`src/pgcb_pkg.sv`:
```
/*
 * Shared definitions for the power-gate control block
 *   pg_type_t     gating kinds requested by the IP
 *   pgcb_state_t  sequencer states, down flow then up flow
 *   DLY_W, CNT_W  delay code and step counter widths
 *   delay_cycles  maps a delay code to its step length
 */

package pgcb_pkg;

   localparam int DLY_W = 2;            // Width of one cfg_t* delay code
   localparam int CNT_W = 7;            // Step counter, holds up to 64

   // Gating kind, same encoding as ip_pgcb_pg_type
   typedef enum logic [1:0] {
      pg_acc   = 2'b00,                 // IP-accessible
      pg_warm  = 2'b01,                 // Warm reset, handled like inaccessible
      pg_rsvd  = 2'b10,
      pg_inacc = 2'b11                  // IP-inaccessible
   } pg_type_t;

   // Sequencer states
   typedef enum logic [3:0] {
      st_on      = 4'd0,                // Fully powered, idle
      st_pok_dn  = 4'd1,                // pok dropped
      st_isolate = 4'd2,                // Isolation closed
      st_rst_dn  = 4'd3,                // Forced reset asserted
      st_sleep   = 4'd4,                // Retention sleep, single cycle
      st_pmc_req = 4'd5,                // Waiting on PMC ack
      st_off     = 4'd6,                // Gated
      st_pmc_rel = 4'd7,                // Waiting on PMC ack release
      st_wake    = 4'd8,                // Sleep cleared
      st_deisol  = 4'd9,                // Isolation opened
      st_pok_up  = 4'd10                // pok and reset released
   } pgcb_state_t;

   // Code n gives 4^n cycles: 1, 4, 16 or 64
   function automatic logic [CNT_W-1:0] delay_cycles(input logic [DLY_W-1:0] code);
      logic [CNT_W-1:0] one;
      one = 1;
      delay_cycles = one << (2 * code);
   endfunction

endpackage

```
`src/pgcb_if.sv`:
```
/*
 * Internal connection bundles
 *   pgcb_req_if  synchronized handshake levels and captured type,
 *                request side to sequencer
 *   pgcb_ctl_if  sequencer gating controls, sequencer to DFx override
 */

`timescale 1ns/1ns

interface pgcb_req_if;

   logic                  req;          // IP gating request, active high
   logic                  pmc_ack;      // PMC acknowledge, active high
   logic                  restore;      // PMC restore request, active high
   pgcb_pkg::pg_type_t    pg_type;      // Type latched at the start of a request

   modport src (
      output req, pmc_ack, restore, pg_type
   );

   modport dst (
      input  req, pmc_ack, restore, pg_type
   );

endinterface

interface pgcb_ctl_if;

   logic sleep;                         // Retention sleep
   logic isol_latchen;                  // Isolation latch enable
   logic isol_en_b;                     // Isolation, active low
   logic force_rst_b;                   // Forced partition reset, active low
   logic pok;                           // Power ok
   logic pwrgate_active;                // Flow in progress, combinational from state

   modport fsm (
      output sleep, isol_latchen, isol_en_b, force_rst_b, pok, pwrgate_active
   );

   modport ovr (
      input  sleep, isol_latchen, isol_en_b, force_rst_b, pok, pwrgate_active
   );

endinterface

```
`src/pgcb_dfx_ovr.sv`:
```
/*
 * DFx override stage between the sequencer and the pins
 * Registered outputs with a bypass sequencer that powers the partition
 * up or down on fdfx_pgcb_ovr, pok delayed by UNGATE_TIMER cycles
 * Combinational scan muxes for sleep and isolation, plus pwrgate_active
 */

`timescale 1ns/1ns

module pgcb_dfx_ovr #(
   parameter int UNGATE_TIMER = 4         // Cycles from bypass power-up to pok
) (
   input  logic    clk,
   input  logic    rst_n,
   input  logic    fdfx_pgcb_bypass,      // Bypass the sequencer
   input  logic    fdfx_pgcb_ovr,         // 1 powers up, 0 powers down in bypass
   input  logic    fscan_mode,
   input  logic    fscan_isol_ctrl,
   input  logic    fscan_isol_lat_ctrl,
   input  logic    fscan_ret_ctrl,
   input  logic    pmc_pgcb_fet_en_b,
   pgcb_ctl_if.ovr ctl,
   output logic    pgcb_sleep,
   output logic    pgcb_isol_latchen,
   output logic    pgcb_isol_en_b,
   output logic    pgcb_force_rst_b,
   output logic    pgcb_pok,
   output logic    pgcb_pwrgate_active,
   output logic    pgcb_ip_fet_en_b
);

   localparam int UT_W = (UNGATE_TIMER < 1) ? 1 : $clog2(UNGATE_TIMER + 1);
   localparam logic [UT_W-1:0] UT_MAX = UT_W'(UNGATE_TIMER);

   logic            bypass_up;            // Bypass with power-up command
   logic [UT_W-1:0] ungate_cnt;           // Saturating pok delay
   logic            sleep_q;
   logic            isol_latchen_q;
   logic            isol_en_b_q;

   assign bypass_up = fdfx_pgcb_bypass && fdfx_pgcb_ovr;

   // Restarts whenever the power-up command goes away
   always_ff @(posedge clk) begin
      if (!rst_n || !bypass_up) begin
         ungate_cnt <= '0;
      end else if (ungate_cnt != UT_MAX) begin
         ungate_cnt <= ungate_cnt + 1'b1;
      end
   end

   // Output stage, follows the FSM one cycle late when not bypassed
   always_ff @(posedge clk) begin
      if (fdfx_pgcb_bypass) begin
         sleep_q          <= ~fdfx_pgcb_ovr;          // Gated values at once on ovr=0
         isol_latchen_q   <= ~fdfx_pgcb_ovr;
         isol_en_b_q      <= fdfx_pgcb_ovr;
         pgcb_force_rst_b <= fdfx_pgcb_ovr;
         pgcb_pok         <= bypass_up && (ungate_cnt == UT_MAX);
         pgcb_ip_fet_en_b <= ~fdfx_pgcb_ovr;
      end else begin
         sleep_q          <= ctl.sleep;
         isol_latchen_q   <= ctl.isol_latchen;
         isol_en_b_q      <= ctl.isol_en_b;
         pgcb_force_rst_b <= ctl.force_rst_b;
         pgcb_pok         <= ctl.pok;
         pgcb_ip_fet_en_b <= pmc_pgcb_fet_en_b;       // PMC owns the FET
      end
   end

   // Scan wins over both bypass and the sequencer
   assign pgcb_sleep        = fscan_mode ? fscan_ret_ctrl      : sleep_q;
   assign pgcb_isol_en_b    = fscan_mode ? fscan_isol_ctrl     : isol_en_b_q;
   assign pgcb_isol_latchen = fscan_mode ? fscan_isol_lat_ctrl : isol_latchen_q;

   // In bypass the flow counts as active until pok is back
   assign pgcb_pwrgate_active = fdfx_pgcb_bypass ? ~pgcb_pok : ctl.pwrgate_active;

endmodule

```
`src/pgcb_fsm.sv`:
```
/*
 * Power-gate sequencer
 * Down flow: pok, isolation, forced reset, sleep, PMC request
 * Up flow: PMC release, wake, de-isolate, pok and reset release
 * Counted steps last delay_cycles of their cfg code from the cycle the
 * step's output changes; PMC steps wait on the synchronized ack level
 */

`timescale 1ns/1ns

module pgcb_fsm #(
   parameter int DEF_PWRON         = 1,   // 1 resets powered on, 0 resets gated
   parameter int ISOLLATCH_NOSR_EN = 0    // Latch enable for pg_acc without retention
) (
   input  logic                        clk,
   input  logic                        rst_n,
   input  logic                        ip_pgcb_sleep_en,
   input  logic [pgcb_pkg::DLY_W-1:0]  cfg_tpokdown,
   input  logic [pgcb_pkg::DLY_W-1:0]  cfg_tisolate,
   input  logic [pgcb_pkg::DLY_W-1:0]  cfg_trstdown,
   input  logic [pgcb_pkg::DLY_W-1:0]  cfg_tsleepinactiv,
   input  logic [pgcb_pkg::DLY_W-1:0]  cfg_tdeisolate,
   input  logic [pgcb_pkg::DLY_W-1:0]  cfg_tpokup,
   pgcb_req_if.dst                     req,
   pgcb_ctl_if.fsm                     ctl,
   output logic                        pgcb_pmc_pg_req_b,
   output logic                        pgcb_ip_pg_rdy_ack_b,
   output logic                        pgcb_restore,
   output pgcb_pkg::pgcb_state_t       state
);

   localparam logic PWR_ON = (DEF_PWRON != 0);

   logic [pgcb_pkg::CNT_W-1:0] step_cnt;     // Cycles left in the current counted step
   logic                       step_done;    // Last cycle of a counted step
   logic                       latch_close;  // Isolation latches close on this flow
   logic                       rst_assert;   // Forced reset is part of this flow
   logic                       wake_req;     // Request released or PMC restore

   // Load value so the step spans exactly delay_cycles
   function automatic logic [pgcb_pkg::CNT_W-1:0] step_load(
      input logic [pgcb_pkg::DLY_W-1:0] code
   );
      step_load = pgcb_pkg::delay_cycles(code) - 1'b1;
   endfunction

   assign step_done = (step_cnt == '0);
   assign wake_req  = !req.req || req.restore;

   // Inaccessible and warm always latch, accessible only without retention
   assign latch_close = (req.pg_type == pgcb_pkg::pg_inacc) ||
                        (req.pg_type == pgcb_pkg::pg_warm)  ||
                        ((req.pg_type == pgcb_pkg::pg_acc) &&
                         (ISOLLATCH_NOSR_EN != 0) && !ip_pgcb_sleep_en);

   assign rst_assert = (req.pg_type != pgcb_pkg::pg_acc);

   // Kept combinational so fabric locks follow the state directly
   assign ctl.pwrgate_active = (state != pgcb_pkg::st_on);

   always_ff @(posedge clk) begin
      if (!rst_n) begin
         state                <= PWR_ON ? pgcb_pkg::st_on : pgcb_pkg::st_off;
         step_cnt             <= '0;
         ctl.pok              <= PWR_ON;
         ctl.sleep            <= 1'b0;
         ctl.isol_en_b        <= PWR_ON;
         ctl.isol_latchen     <= 1'b0;
         ctl.force_rst_b      <= PWR_ON;
         pgcb_pmc_pg_req_b    <= PWR_ON;
         pgcb_ip_pg_rdy_ack_b <= PWR_ON;
         pgcb_restore         <= 1'b0;
      end else begin
         if (!step_done) begin
            step_cnt <= step_cnt - 1'b1;          // Overridden below when a step starts
         end

         case (state)
            pgcb_pkg::st_on: begin
               if (req.req) begin
                  state    <= pgcb_pkg::st_pok_dn;
                  ctl.pok  <= 1'b0;
                  step_cnt <= step_load(cfg_tpokdown);
               end
            end

            pgcb_pkg::st_pok_dn: begin
               if (step_done) begin
                  state            <= pgcb_pkg::st_isolate;
                  ctl.isol_en_b    <= 1'b0;
                  ctl.isol_latchen <= latch_close;
                  step_cnt         <= step_load(cfg_tisolate);
               end
            end

            pgcb_pkg::st_isolate: begin
               if (step_done) begin
                  state           <= pgcb_pkg::st_rst_dn;
                  ctl.force_rst_b <= !rst_assert;
                  // Accessible gating passes through in one cycle
                  step_cnt        <= rst_assert ? step_load(cfg_trstdown) : '0;
               end
            end

            pgcb_pkg::st_rst_dn: begin
               if (step_done) begin
                  state     <= pgcb_pkg::st_sleep;
                  ctl.sleep <= ip_pgcb_sleep_en;      // Retention only when enabled
               end
            end

            pgcb_pkg::st_sleep: begin
               state             <= pgcb_pkg::st_pmc_req;
               pgcb_pmc_pg_req_b <= 1'b0;
            end

            pgcb_pkg::st_pmc_req: begin
               if (req.pmc_ack) begin
                  state                <= pgcb_pkg::st_off;
                  pgcb_ip_pg_rdy_ack_b <= 1'b0;   // Partition is off
               end
            end

            pgcb_pkg::st_off: begin
               if (wake_req) begin
                  state             <= pgcb_pkg::st_pmc_rel;
                  pgcb_pmc_pg_req_b <= 1'b1;
                  pgcb_restore      <= req.restore;  // Flag a PMC started wake
               end
            end

            pgcb_pkg::st_pmc_rel: begin
               if (!req.pmc_ack) begin
                  state     <= pgcb_pkg::st_wake;
                  ctl.sleep <= 1'b0;
                  step_cnt  <= step_load(cfg_tsleepinactiv);
               end
            end

            pgcb_pkg::st_wake: begin
               if (step_done) begin
                  state            <= pgcb_pkg::st_deisol;
                  ctl.isol_en_b    <= 1'b1;
                  ctl.isol_latchen <= 1'b0;
                  step_cnt         <= step_load(cfg_tdeisolate);
               end
            end

            pgcb_pkg::st_deisol: begin
               if (step_done) begin
                  state           <= pgcb_pkg::st_pok_up;
                  ctl.force_rst_b <= 1'b1;
                  ctl.pok         <= 1'b1;
                  step_cnt        <= step_load(cfg_tpokup);
               end
            end

            pgcb_pkg::st_pok_up: begin
               if (step_done) begin
                  state                <= pgcb_pkg::st_on;
                  pgcb_ip_pg_rdy_ack_b <= 1'b1;   // Fully up, ack returns high
                  pgcb_restore         <= 1'b0;
               end
            end

            // Unused codes fall back to the reset state
            default: begin
               state <= PWR_ON ? pgcb_pkg::st_on : pgcb_pkg::st_off;
            end
         endcase
      end
   end

endmodule

```
`src/pgcb_req_sync.sv`:
```
/*
 * Request side of the power-gate control block
 * Two-flop synchronizers for the IP request, PMC acknowledge and
 * PMC restore strobes, converted to active-high levels
 * Gating type capture on the first cycle of a synchronized request
 */

`timescale 1ns/1ns

module pgcb_req_sync (
   input  logic       clk,
   input  logic       rst_n,
   input  logic       ip_pgcb_pg_rdy_req_b,   // Async, low requests gating
   input  logic [1:0] ip_pgcb_pg_type,        // Quasi-static alongside the request
   input  logic       pmc_pgcb_pg_ack_b,      // Async PMC ack
   input  logic       pmc_pgcb_restore_b,     // Async PMC restore
   pgcb_req_if.src    req
);

   // Bit order in both stages: 0 request, 1 ack, 2 restore
   logic [2:0] meta_b;                        // First stage, may go metastable
   logic [2:0] sync_b;                        // Second stage, safe to use
   logic       req_rise;                      // Request is about to show up on req

   // Strobes idle high, so both stages come out of reset high
   always_ff @(posedge clk) begin
      if (!rst_n) begin
         meta_b <= '1;
         sync_b <= '1;
      end else begin
         meta_b <= {pmc_pgcb_restore_b, pmc_pgcb_pg_ack_b, ip_pgcb_pg_rdy_req_b};
         sync_b <= meta_b;
      end
   end

   // Falling req_b moving from stage one into stage two
   assign req_rise = !meta_b[0] && sync_b[0];

   // Type is loaded on the same edge req rises, so the FSM sees both together
   // and later changes of the pin do not reach a running flow
   always_ff @(posedge clk) begin
      if (!rst_n) begin
         req.pg_type <= pgcb_pkg::pg_acc;
      end else if (req_rise) begin
         req.pg_type <= pgcb_pkg::pg_type_t'(ip_pgcb_pg_type);
      end
   end

   assign req.req     = ~sync_b[0];           // Active-high views
   assign req.pmc_ack = ~sync_b[1];
   assign req.restore = ~sync_b[2];

endmodule

```
`src/pgcb_unit.sv`:
```
/*
 * Top level of the power-gate control block
 * Request synchronizer, sequencer FSM and DFx override stage,
 * joined by the request and control bundles
 * pgcb_visa: state, then req, pmc_ack, restore and bypass
 */

`timescale 1ns/1ns

module pgcb_unit #(
   parameter int DEF_PWRON         = 1,
   parameter int ISOLLATCH_NOSR_EN = 0,
   parameter int UNGATE_TIMER      = 4
) (
   input  logic                       clk,
   input  logic                       rst_n,
   // PMC side
   output logic                       pgcb_pmc_pg_req_b,
   input  logic                       pmc_pgcb_pg_ack_b,
   input  logic                       pmc_pgcb_restore_b,
   input  logic                       pmc_pgcb_fet_en_b,
   // IP side
   input  logic [1:0]                 ip_pgcb_pg_type,
   input  logic                       ip_pgcb_pg_rdy_req_b,
   output logic                       pgcb_ip_pg_rdy_ack_b,
   output logic                       pgcb_pok,
   output logic                       pgcb_restore,
   output logic                       pgcb_sleep,
   output logic                       pgcb_isol_latchen,
   output logic                       pgcb_isol_en_b,
   output logic                       pgcb_force_rst_b,
   output logic                       pgcb_pwrgate_active,
   output logic                       pgcb_ip_fet_en_b,
   // Configuration
   input  logic                       ip_pgcb_sleep_en,
   input  logic [pgcb_pkg::DLY_W-1:0] cfg_tpokdown,
   input  logic [pgcb_pkg::DLY_W-1:0] cfg_tisolate,
   input  logic [pgcb_pkg::DLY_W-1:0] cfg_trstdown,
   input  logic [pgcb_pkg::DLY_W-1:0] cfg_tsleepinactiv,
   input  logic [pgcb_pkg::DLY_W-1:0] cfg_tdeisolate,
   input  logic [pgcb_pkg::DLY_W-1:0] cfg_tpokup,
   // DFx
   input  logic                       fdfx_pgcb_bypass,
   input  logic                       fdfx_pgcb_ovr,
   input  logic                       fscan_mode,
   input  logic                       fscan_isol_ctrl,
   input  logic                       fscan_isol_lat_ctrl,
   input  logic                       fscan_ret_ctrl,
   output logic [7:0]                 pgcb_visa
);

   pgcb_pkg::pgcb_state_t fsm_state;

   pgcb_req_if req_if ();
   pgcb_ctl_if ctl_if ();

   assign pgcb_visa = {fdfx_pgcb_bypass, req_if.restore, req_if.pmc_ack, req_if.req, fsm_state};

   pgcb_req_sync i_pgcb_req_sync (
      .clk, .rst_n, .ip_pgcb_pg_rdy_req_b, .ip_pgcb_pg_type,
      .pmc_pgcb_pg_ack_b, .pmc_pgcb_restore_b,
      .req (req_if.src)
   );

   pgcb_fsm #(
      .DEF_PWRON         (DEF_PWRON),
      .ISOLLATCH_NOSR_EN (ISOLLATCH_NOSR_EN)
   ) i_pgcb_fsm (
      .clk, .rst_n, .ip_pgcb_sleep_en,
      .cfg_tpokdown, .cfg_tisolate, .cfg_trstdown,
      .cfg_tsleepinactiv, .cfg_tdeisolate, .cfg_tpokup,
      .req                  (req_if.dst),
      .ctl                  (ctl_if.fsm),
      .pgcb_pmc_pg_req_b, .pgcb_ip_pg_rdy_ack_b, .pgcb_restore,
      .state                (fsm_state)
   );

   pgcb_dfx_ovr #(
      .UNGATE_TIMER (UNGATE_TIMER)
   ) i_pgcb_dfx_ovr (
      .clk, .rst_n, .fdfx_pgcb_bypass, .fdfx_pgcb_ovr,
      .fscan_mode, .fscan_isol_ctrl, .fscan_isol_lat_ctrl, .fscan_ret_ctrl,
      .pmc_pgcb_fet_en_b,
      .ctl (ctl_if.ovr),
      .pgcb_sleep, .pgcb_isol_latchen, .pgcb_isol_en_b, .pgcb_force_rst_b,
      .pgcb_pok, .pgcb_pwrgate_active, .pgcb_ip_fet_en_b
   );

endmodule

```
`config.mk`:
```
export PLATFORM = sky130hd
export DESIGN_NAME = pgcb_unit
export DESIGN_NICKNAME = d
export VERILOG_FILES = /design/src/pgcb_pkg.sv /design/src/pgcb_if.sv /design/src/pgcb_dfx_ovr.sv /design/src/pgcb_fsm.sv /design/src/pgcb_req_sync.sv /design/src/pgcb_unit.sv
export SDC_FILE = /design/constraint.sdc
export NUM_CORES = 1
export LEC_CHECK = 0
export BUFFER_PORTS_ARGS = -buffer_cell sky130_fd_sc_hd__buf_2
export CAP_MARGIN = 20
export CELL_PAD_IN_SITES_DETAIL_PLACEMENT = 1
export CELL_PAD_IN_SITES_GLOBAL_PLACEMENT = 2
export CORE_MARGIN = 1.5
export CORE_UTILIZATION = 25
export CTS_BUF_LIST = sky130_fd_sc_hd__clkbuf_8
export DETAILED_ROUTE_END_ITERATION = 8
export PLACE_DENSITY = 0.65
export SLEW_MARGIN = 20
export SYNTH_ARGS = -nofsm -noshare
export SYNTH_HDL_FRONTEND = slang
export SYNTH_HIERARCHICAL = 1
export SYNTH_SLANG_ARGS = --single-unit
```
`constraint.sdc`:
```
create_clock -name clk -period 3.8 [get_ports clk]
set_clock_uncertainty 0.15 [all_clocks]
set_input_delay 0.19 -clock clk [delete_from_list [all_inputs] [get_ports clk]]
set_output_delay 0.19 -clock clk [all_outputs]
set_load 0.01 [all_outputs]
```
==> results.json, run 1 <==
{
  "status": "complete, no violations",
  "crit_arrival_ns": 2.74,
  "power_switching_w": 0.000635,
  "cts_tree": "done",
  "worstMarginPinSlew_ns": 0.886,
  "synth_area_mm2": 0.00249,
  "ys.flop_type": "dfxtp_1",
  "r2r-start": "i_pgcb_fsm/state[3]$_SDFFE_PN0P_",
  "n_antenna_cell": 0,
  "grt_pass1_vias": 2429,
  "layout_commonest_cell": "buf_2",
  "grtUsageTotal": 0.152,
  "core_area_mm2": 0.00973,
  "dp.cells": 469,
  "io_buffers": 44,
  "cellLeakagePower_nw": 1.21,
  "grt_start_max_net_pins": 25,
  "cts.clk_slew.worst_paths_ns": 0.07,
  "pwr-share-seq": 0.326,
  "synth.area.top_cells": "dfxtp_1 (29%), ha_1 (5.0%), nand2b_1 (4.5%)",
  "drv_slew": 0,
  "synth_seq_cells": 36,
  "startpoint_type": "flip-flop",
  "period_share": 0.711,
  "final_nets": 385,
  "hold_class": "in -> reg",
  "yosysUniqueCellTypes": 62,
  "switching_share": 0.412,
  "wl_per_cell_um": 16.1,
  "die_h_um": 103,
  "reg2reg_depth": 5,
  "criticalPathCategory": "reg -> reg",
  "ys_warn_count": 6,
  "combPwrFrac": 0.458,
  "setup_tns_ns": 0,
  "num_rows": 36,
  "antenna_found_initial": 0,
  "die_w_um": 103,
  "hold_depth": 3,
  "cts-resized-gates": 0,
  "gr-total-overflow": 0,
  "hold_path.startpoint": "ip_pgcb_pg_type[0]",
  "wl_um": 7740,
  "via_per_inst": 5.05,
  "dieArea_mm2": 0.0106,
  "synth_top_cell_by_area": "dfxtp_1",
  "rsz0062_at_grt": "false",
  "layout_common_cells": "buf_2 (44), dfxtp_1 (36), nand2_1 (28)",
  "io_pins": 45,
  "regArea_um2": 721,
  "drive_above_1_share": 0.206,
  "place.gp.congestion": 0.790,
  "cts.sinks": 36,
  "drt_iter0_markers": 86,
  "h-tree-depth": 2,
  "multiInputGateArea_mm2": 0.00153,
  "setup_slack_ns": 1.10,
  "synth_nets": 350,
  "initial_core_util": 0.256,
  "num-fill-cells": 1230,
  "critical_path_required_ns": 3.83,
  "worstHoldEndpoint": "i_pgcb_req_sync/req.pg_type[0]$_SDFFE_PN0P_",
  "ant_nets": 0,
  "final_util": 0.299,
  "end_kind": "flip-flop",
  "path_max_fanout": 22,
  "num_vias": 2433,
  "power_w": 0.00154,
  "hold_viol": 0,
  "syn_area_per_cell_um2": 7.94,
  "grt_pass1_wl_um": 12300,
  "dp_slack_ns": 1.11,
  "drc_errors": 0,
  "clockBufferDepth": 2,
  "ir_worst_vdd_v": 0.000173,
  "syn_inst": 313,
  "clkPwrFrac": 0.216,
  "setup_violations": 0,
  "cts_made_buffers": 5,
  "postSynth.asyncResetShare": 0,
  "max_cap_violations": 0,
  "ys_seq_area_frac": 0.290,
  "reg2reg_setup_slack_ns": 1.10,
  "yosys.area.top_type_share": 0.290,
  "synth_edf_count": 0,
  "drt-pass1-iter-count": 4,
  "finalCriticalPeriod_ns": 2.70,
  "cts-root-buf": "clkbuf_8",
  "syn2layout_area_growth_pct": 16.9,
  "power_density_mw_per_mm2": 530,
  "clk-insertion-delay-late_ns": 0.28,
  "stdcell_count": 482,
  "rr_endpoint": "i_pgcb_fsm/step_cnt[4]$_SDFF_PN0_",
  "slew_headroom": 0.409,
  "max_freq_mhz": 370,
  "internal_power_w": 0.000905,
  "place.detailed.hpwl_um": 5810
}
==> Yosys cell counts (all sizes together), types with 2 or more instances <==
cell type / n
nand3: 8
nand2b: 19
o22ai: 10
mux2i: 6
or2: 5
a21o: 2
o31ai: 3
a311oi: 3
ha: 10
a21oi: 17
and2: 4
o311ai: 2
inv: 26
clkbuf: 8
nor2b: 2
xnor2: 5
nand4: 2
a31oi: 8
a211oi: 3
or4b: 3
a22o: 3
nand2: 29
or3: 3
dfxtp: 36
nor2: 20
a21boi: 2
nor3: 9
buf: 14
o21ai: 22
o211ai: 3
o41ai: 2
mux2: 4
==> per-layer routing <==
metal,part of all wire,vias to the layer above,GRT usage,wire length [µm]
met1,0.48,1193,0.198,3730
met4,0.0068,0,0.0379,53
li1,-,1185,-,-
met5,0,-,0,0
met2,0.48,49,0.256,3740
met3,0.028,6,0.0305,219
==> power by group through the flow <==
stage,Clock (W),Sequential [W],Combinational [W]
2_1_floorplan,0,0.000468,0.000558
3_3_place_gp,0,0.000510,0.000690
3_5_place_dp,0,0.000512,0.000693
4_1_cts,0.000349,0.000503,0.000701
5_1_grt,0.000364,0.000511,0.000773
6_report,0.000332,0.000502,0.000705
==> critical path, stage by stage (launching register included) <==
cell	delay, ns
dfxtp_1	0.86
nor4bb_1	0.76
and3_1	0.27
a311oi_1	0.06
and4_4	0.21
a2111oi_4	0.29
==> how the worst max path moves through the flow <==
stage                                      startpoint                                 to  slack [ns]
global placement     i_pgcb_fsm/state[3]$_SDFFE_PN0P_  i_pgcb_fsm/step_cnt[4]$_SDFF_PN0_        1.10
CTS                  i_pgcb_fsm/state[3]$_SDFFE_PN0P_  i_pgcb_fsm/step_cnt[4]$_SDFF_PN0_        1.08
global route         i_pgcb_fsm/state[0]$_SDFFE_PN0P_  i_pgcb_fsm/step_cnt[4]$_SDFF_PN0_        0.98
floorplan           i_pgcb_fsm/step_cnt[0]$_SDFF_PN0_  i_pgcb_fsm/step_cnt[4]$_SDFF_PN0_        1.69
finish               i_pgcb_fsm/state[3]$_SDFFE_PN0P_  i_pgcb_fsm/step_cnt[4]$_SDFF_PN0_        1.10
detailed placement   i_pgcb_fsm/state[3]$_SDFFE_PN0P_  i_pgcb_fsm/step_cnt[4]$_SDFF_PN0_        1.11
==> sequential cells by signal (all words and copies together), names as in the netlist, 2 cells and up <==
name and flops:
i_pgcb_dfx_ovr/ungate_cnt 3, i_pgcb_fsm/state 4, i_pgcb_fsm/step_cnt 7, i_pgcb_req_sync/meta_b 3, i_pgcb_req_sync/req.pg_type 2, i_pgcb_req_sync/sync_b 3
==> area by class of cell <==
cell class / instances / area share
clock buffers: 5 / 0.0237
multi-input cells: 228 / 0.527
flip-flops and latches: 36 / 0.248
inverters: 27 / 0.0349
well taps: 133 / 0.0573
clock inverters: 3 / 0.0133
repair buffers: 50 / 0.0956
==> repair_timing <==
item,in CTS,in global routing
endpoints found under the hold margin,5,0
hold buffers,5,0
setup buffers,0,0
==> cell families (layout without fill, tap and decap cells) <==
| kind of cell | count (synthesis) | in the layout | share of synthesized area |
|---|---|---|---|
| AND/OR/NAND/NOR | 111 | 111 | 0.257 |
| AO/OA/AOI/OAI | 92 | 92 | 0.250 |
| XOR/XNOR | 5 | 5 | 0.0176 |
| multiplexers | 10 | 10 | 0.0423 |
| flip-flops | 36 | 36 | 0.290 |
| adder cells (fa/ha/maj) | 10 | 10 | 0.0503 |
| buffers and inverters | 49 | 85 | 0.0936 |
==> metrics by stage <==
step | instance area, µm² | hold slack, ns
2_1_floorplan | 2490 | 0.141
3_3_place_gp | 2750 | 0.226
3_5_place_dp | 2750 | 0.225
4_1_cts | 2910 | 0.00792
5_1_grt | 2910 | 0.0106
6_report | 2910 | 0.0155
Note: power is estimated with default switching activity, not from simulation.
==> run 2, diff against run 1 <==
==> constraint.sdc (replaced) <==
create_clock -name clk -period 2.6 [get_ports clk]
set_clock_uncertainty 0.15 [all_clocks]
set_input_delay 0.13 -clock clk [delete_from_list [all_inputs] [get_ports clk]]
set_output_delay 0.13 -clock clk [all_outputs]
set_load 0.01 [all_outputs]
==> run 2 against run 1 <==
Global-route usage up 1.4 points. First-iteration DRC count down 2.3%. Register-to-register slack worse by 0.94 ns. Utilization up 1.5 points. Setup slack worse by 0.94 ns. Via count up 1.7%. Final cell count up 3.9%. Critical path type unchanged. Wire length up 7.9%. Critical path depth unchanged. Sequential power up 40%. Die area unchanged.
==> results.json, run 2 (synthesis results as in run 1) <==
{
  "place.gp.congestion": 0.907,
  "cts-root-buf": "clkbuf_8",
  "rr_endpoint": "i_pgcb_fsm/step_cnt[4]$_SDFF_PN0_",
  "cts_tree": "done",
  "num-fill-cells": 1238,
  "dieArea_mm2": 0.0106,
  "path_cells": "nand2b_4 -> or3_1 -> o22a_1 -> and4_4 -> a2111oi_4",
  "startpoint_type": "flip-flop",
  "period_share": 0.939,
  "drt_iter0_markers": 84,
  "core_area_mm2": 0.00973,
  "cellLeakagePower_nw": 1.30,
  "layout_commonest_cell": "buf_2",
  "final_nets": 404,
  "drv_slew": 0,
  "postCtsHoldBufs": 7,
  "gr-total-overflow": 0,
  "cts.clk_slew.worst_paths_ns": 0.08,
  "ir_worst_vdd_v": 0.000272,
  "power_switching_w": 0.00100,
  "cp-startpoint": "i_pgcb_fsm/state[2]$_SDFFE_PN0P_",
  "place_area_mm2": 0.00288,
  "die_w_um": 103,
  "io_buffers": 44,
  "setup_tns_ns": 0,
  "clockBufferDepth": 2,
  "grt_start_max_net_pins": 24,
  "grt_pass1_wl_um": 13200,
  "final_cell_area_mm2": 0.00305,
  "cp_slowest_stage_delay_ns": 0.82,
  "finalCriticalPeriod_ns": 2.44,
  "combPwrFrac": 0.502,
  "syn2layout_area_growth_pct": 22.8,
  "hold_viol": 0,
  "reg2reg_depth": 5,
  "hold_class": "in -> reg",
  "layout_common_cells": "buf_2 (44), dfxtp_1 (36), nand2_1 (28)",
  "power_density_mw_per_mm2": 790,
  "io_pins": 45,
  "n_antenna_cell": 0,
  "initial_core_util": 0.256,
  "die_h_um": 103,
  "hold_depth": 3,
  "cts.sinks": 36,
  "pwr-share-seq": 0.292,
  "grtUsageTotal": 0.165,
  "crit_family": "flip-flops",
  "num_rows": 36,
  "regArea_um2": 721,
  "cts-resized-gates": 0,
  "grt_pass1_vias": 2491,
  "critical_path_required_ns": 2.64,
  "slew_headroom": 0.493,
  "largest_reg_flops": 7,
  "end_kind": "flip-flop",
  "antenna_found_initial": 0,
  "clkPwrFrac": 0.206,
  "ant_nets": 0,
  "endpoint": "i_pgcb_fsm/step_cnt[4]$_SDFF_PN0_",
  "switching_share": 0.414,
  "cts_setup_buffers": 0,
  "internal_power_w": 0.00141,
  "num_vias": 2475,
  "drive_above_1_share": 0.242,
  "multiInputGateArea_mm2": 0.00153,
  "cp_num_buf_inv": 0,
  "crit_arrival_ns": 2.48,
  "worstMarginPinSlew_ns": 0.759,
  "r2r-start": "i_pgcb_fsm/state[2]$_SDFFE_PN0P_",
  "rsz0062_at_grt": "false",
  "drt-pass1-iter-count": 4,
  "max_cap_violations": 0,
  "criticalPathCategory": "reg -> reg",
  "clk-insertion-delay-late_ns": 0.29,
  "via_per_inst": 4.94,
  "h-tree-depth": 2,
  "reg2reg_setup_slack_ns": 0.16,
  "status": "complete, no violations",
  "max_freq_mhz": 409,
  "setup_violations": 0,
  "place.detailed.hpwl_um": 6480,
  "regMostFlops": "i_pgcb_fsm/step_cnt",
  "wl_per_cell_um": 16.7,
  "cp_slowest_cell": "dfxtp_1",
  "reg_top3": "i_pgcb_fsm/step_cnt (7), i_pgcb_fsm/state (4)",
  "cts_made_buffers": 5,
  "worst-path-stages": 5,
  "drc_errors": 0,
  "wl_um": 8360,
  "path_max_fanout": 21
}
[run 2: changes by cell type in the layout (fill, tap and decap cells not counted)]
cell,before,now
buf_4,1,18
dlygate4sd3_1,5,7
[run 2: layout make-up]
class                      instances  area share
multi-input combinational        228       0.502
tap                              133      0.0545
timing repair buffer              69       0.139
clock inverter                     3      0.0127
clock buffer                       5      0.0225
sequential                        36       0.236
inverter                          27      0.0332
[run 2: worst min-delay path by stage]
| stage | startpoint | slack (ns) | to |
|---|---|---|---|
| finish | rst_n | 0.03 | i_pgcb_fsm/state[3]$_SDFFE_PN0P_ |
| global route | rst_n | 0.03 | i_pgcb_fsm/pgcb_restore$_SDFFE_PN0P_ |
| CTS | rst_n | 0.02 | i_pgcb_fsm/pgcb_restore$_SDFFE_PN0P_ |
| detailed placement | ip_pgcb_pg_rdy_req_b | 0.17 | i_pgcb_req_sync/meta_b[0]$_SDFF_PN1_ |
| global placement | ip_pgcb_pg_rdy_req_b | 0.17 | i_pgcb_req_sync/meta_b[0]$_SDFF_PN1_ |
| floorplan | ip_pgcb_pg_rdy_req_b | 0.08 | i_pgcb_req_sync/meta_b[0]$_SDFF_PN1_ |
[run 2: layer usage]
metal / part of all wire / up-vias / global-route usage
li1: - / 1224 / -
met3: 0.043 / 10 / 0.0292
met1: 0.46 / 1182 / 0.212
met4: 0.014 / 0 / 0.0453
met2: 0.49 / 59 / 0.284
met5: 0 / - / 0
[run 2: worst reg2reg max path, delay by kind of cell (launching register included)]
kind / cells / cell delay [ns]
compound gates: 2 / 0.61
simple gates: 3 / 0.76
flops: 1 / 0.82
[run 2: per-stage QoR]
stage	total power (W)	utilization	cells	hold slack [ns]	setup slack, ns
2_1_floorplan	0.00150	-	313	0.0815	0.492
3_3_place_gp	0.00190	0.296	486	0.166	0.301
3_5_place_dp	0.00191	0.296	486	0.170	0.215
4_1_cts	0.00243	0.314	501	0.0206	0.185
5_1_grt	0.00259	0.314	501	0.0325	0.0571
6_report	0.00241	0.314	501	0.0277	0.157
[run 2: power by group through the flow]
stage	clock, W	sequential, W	combinational, W
global route	0.000546	0.000715	0.00133
CTS	0.000516	0.000703	0.00121
finish	0.000498	0.000704	0.00121
detailed placement	0	0.000716	0.00120
floorplan	0	0.000684	0.000815
global placement	0	0.000713	0.00118
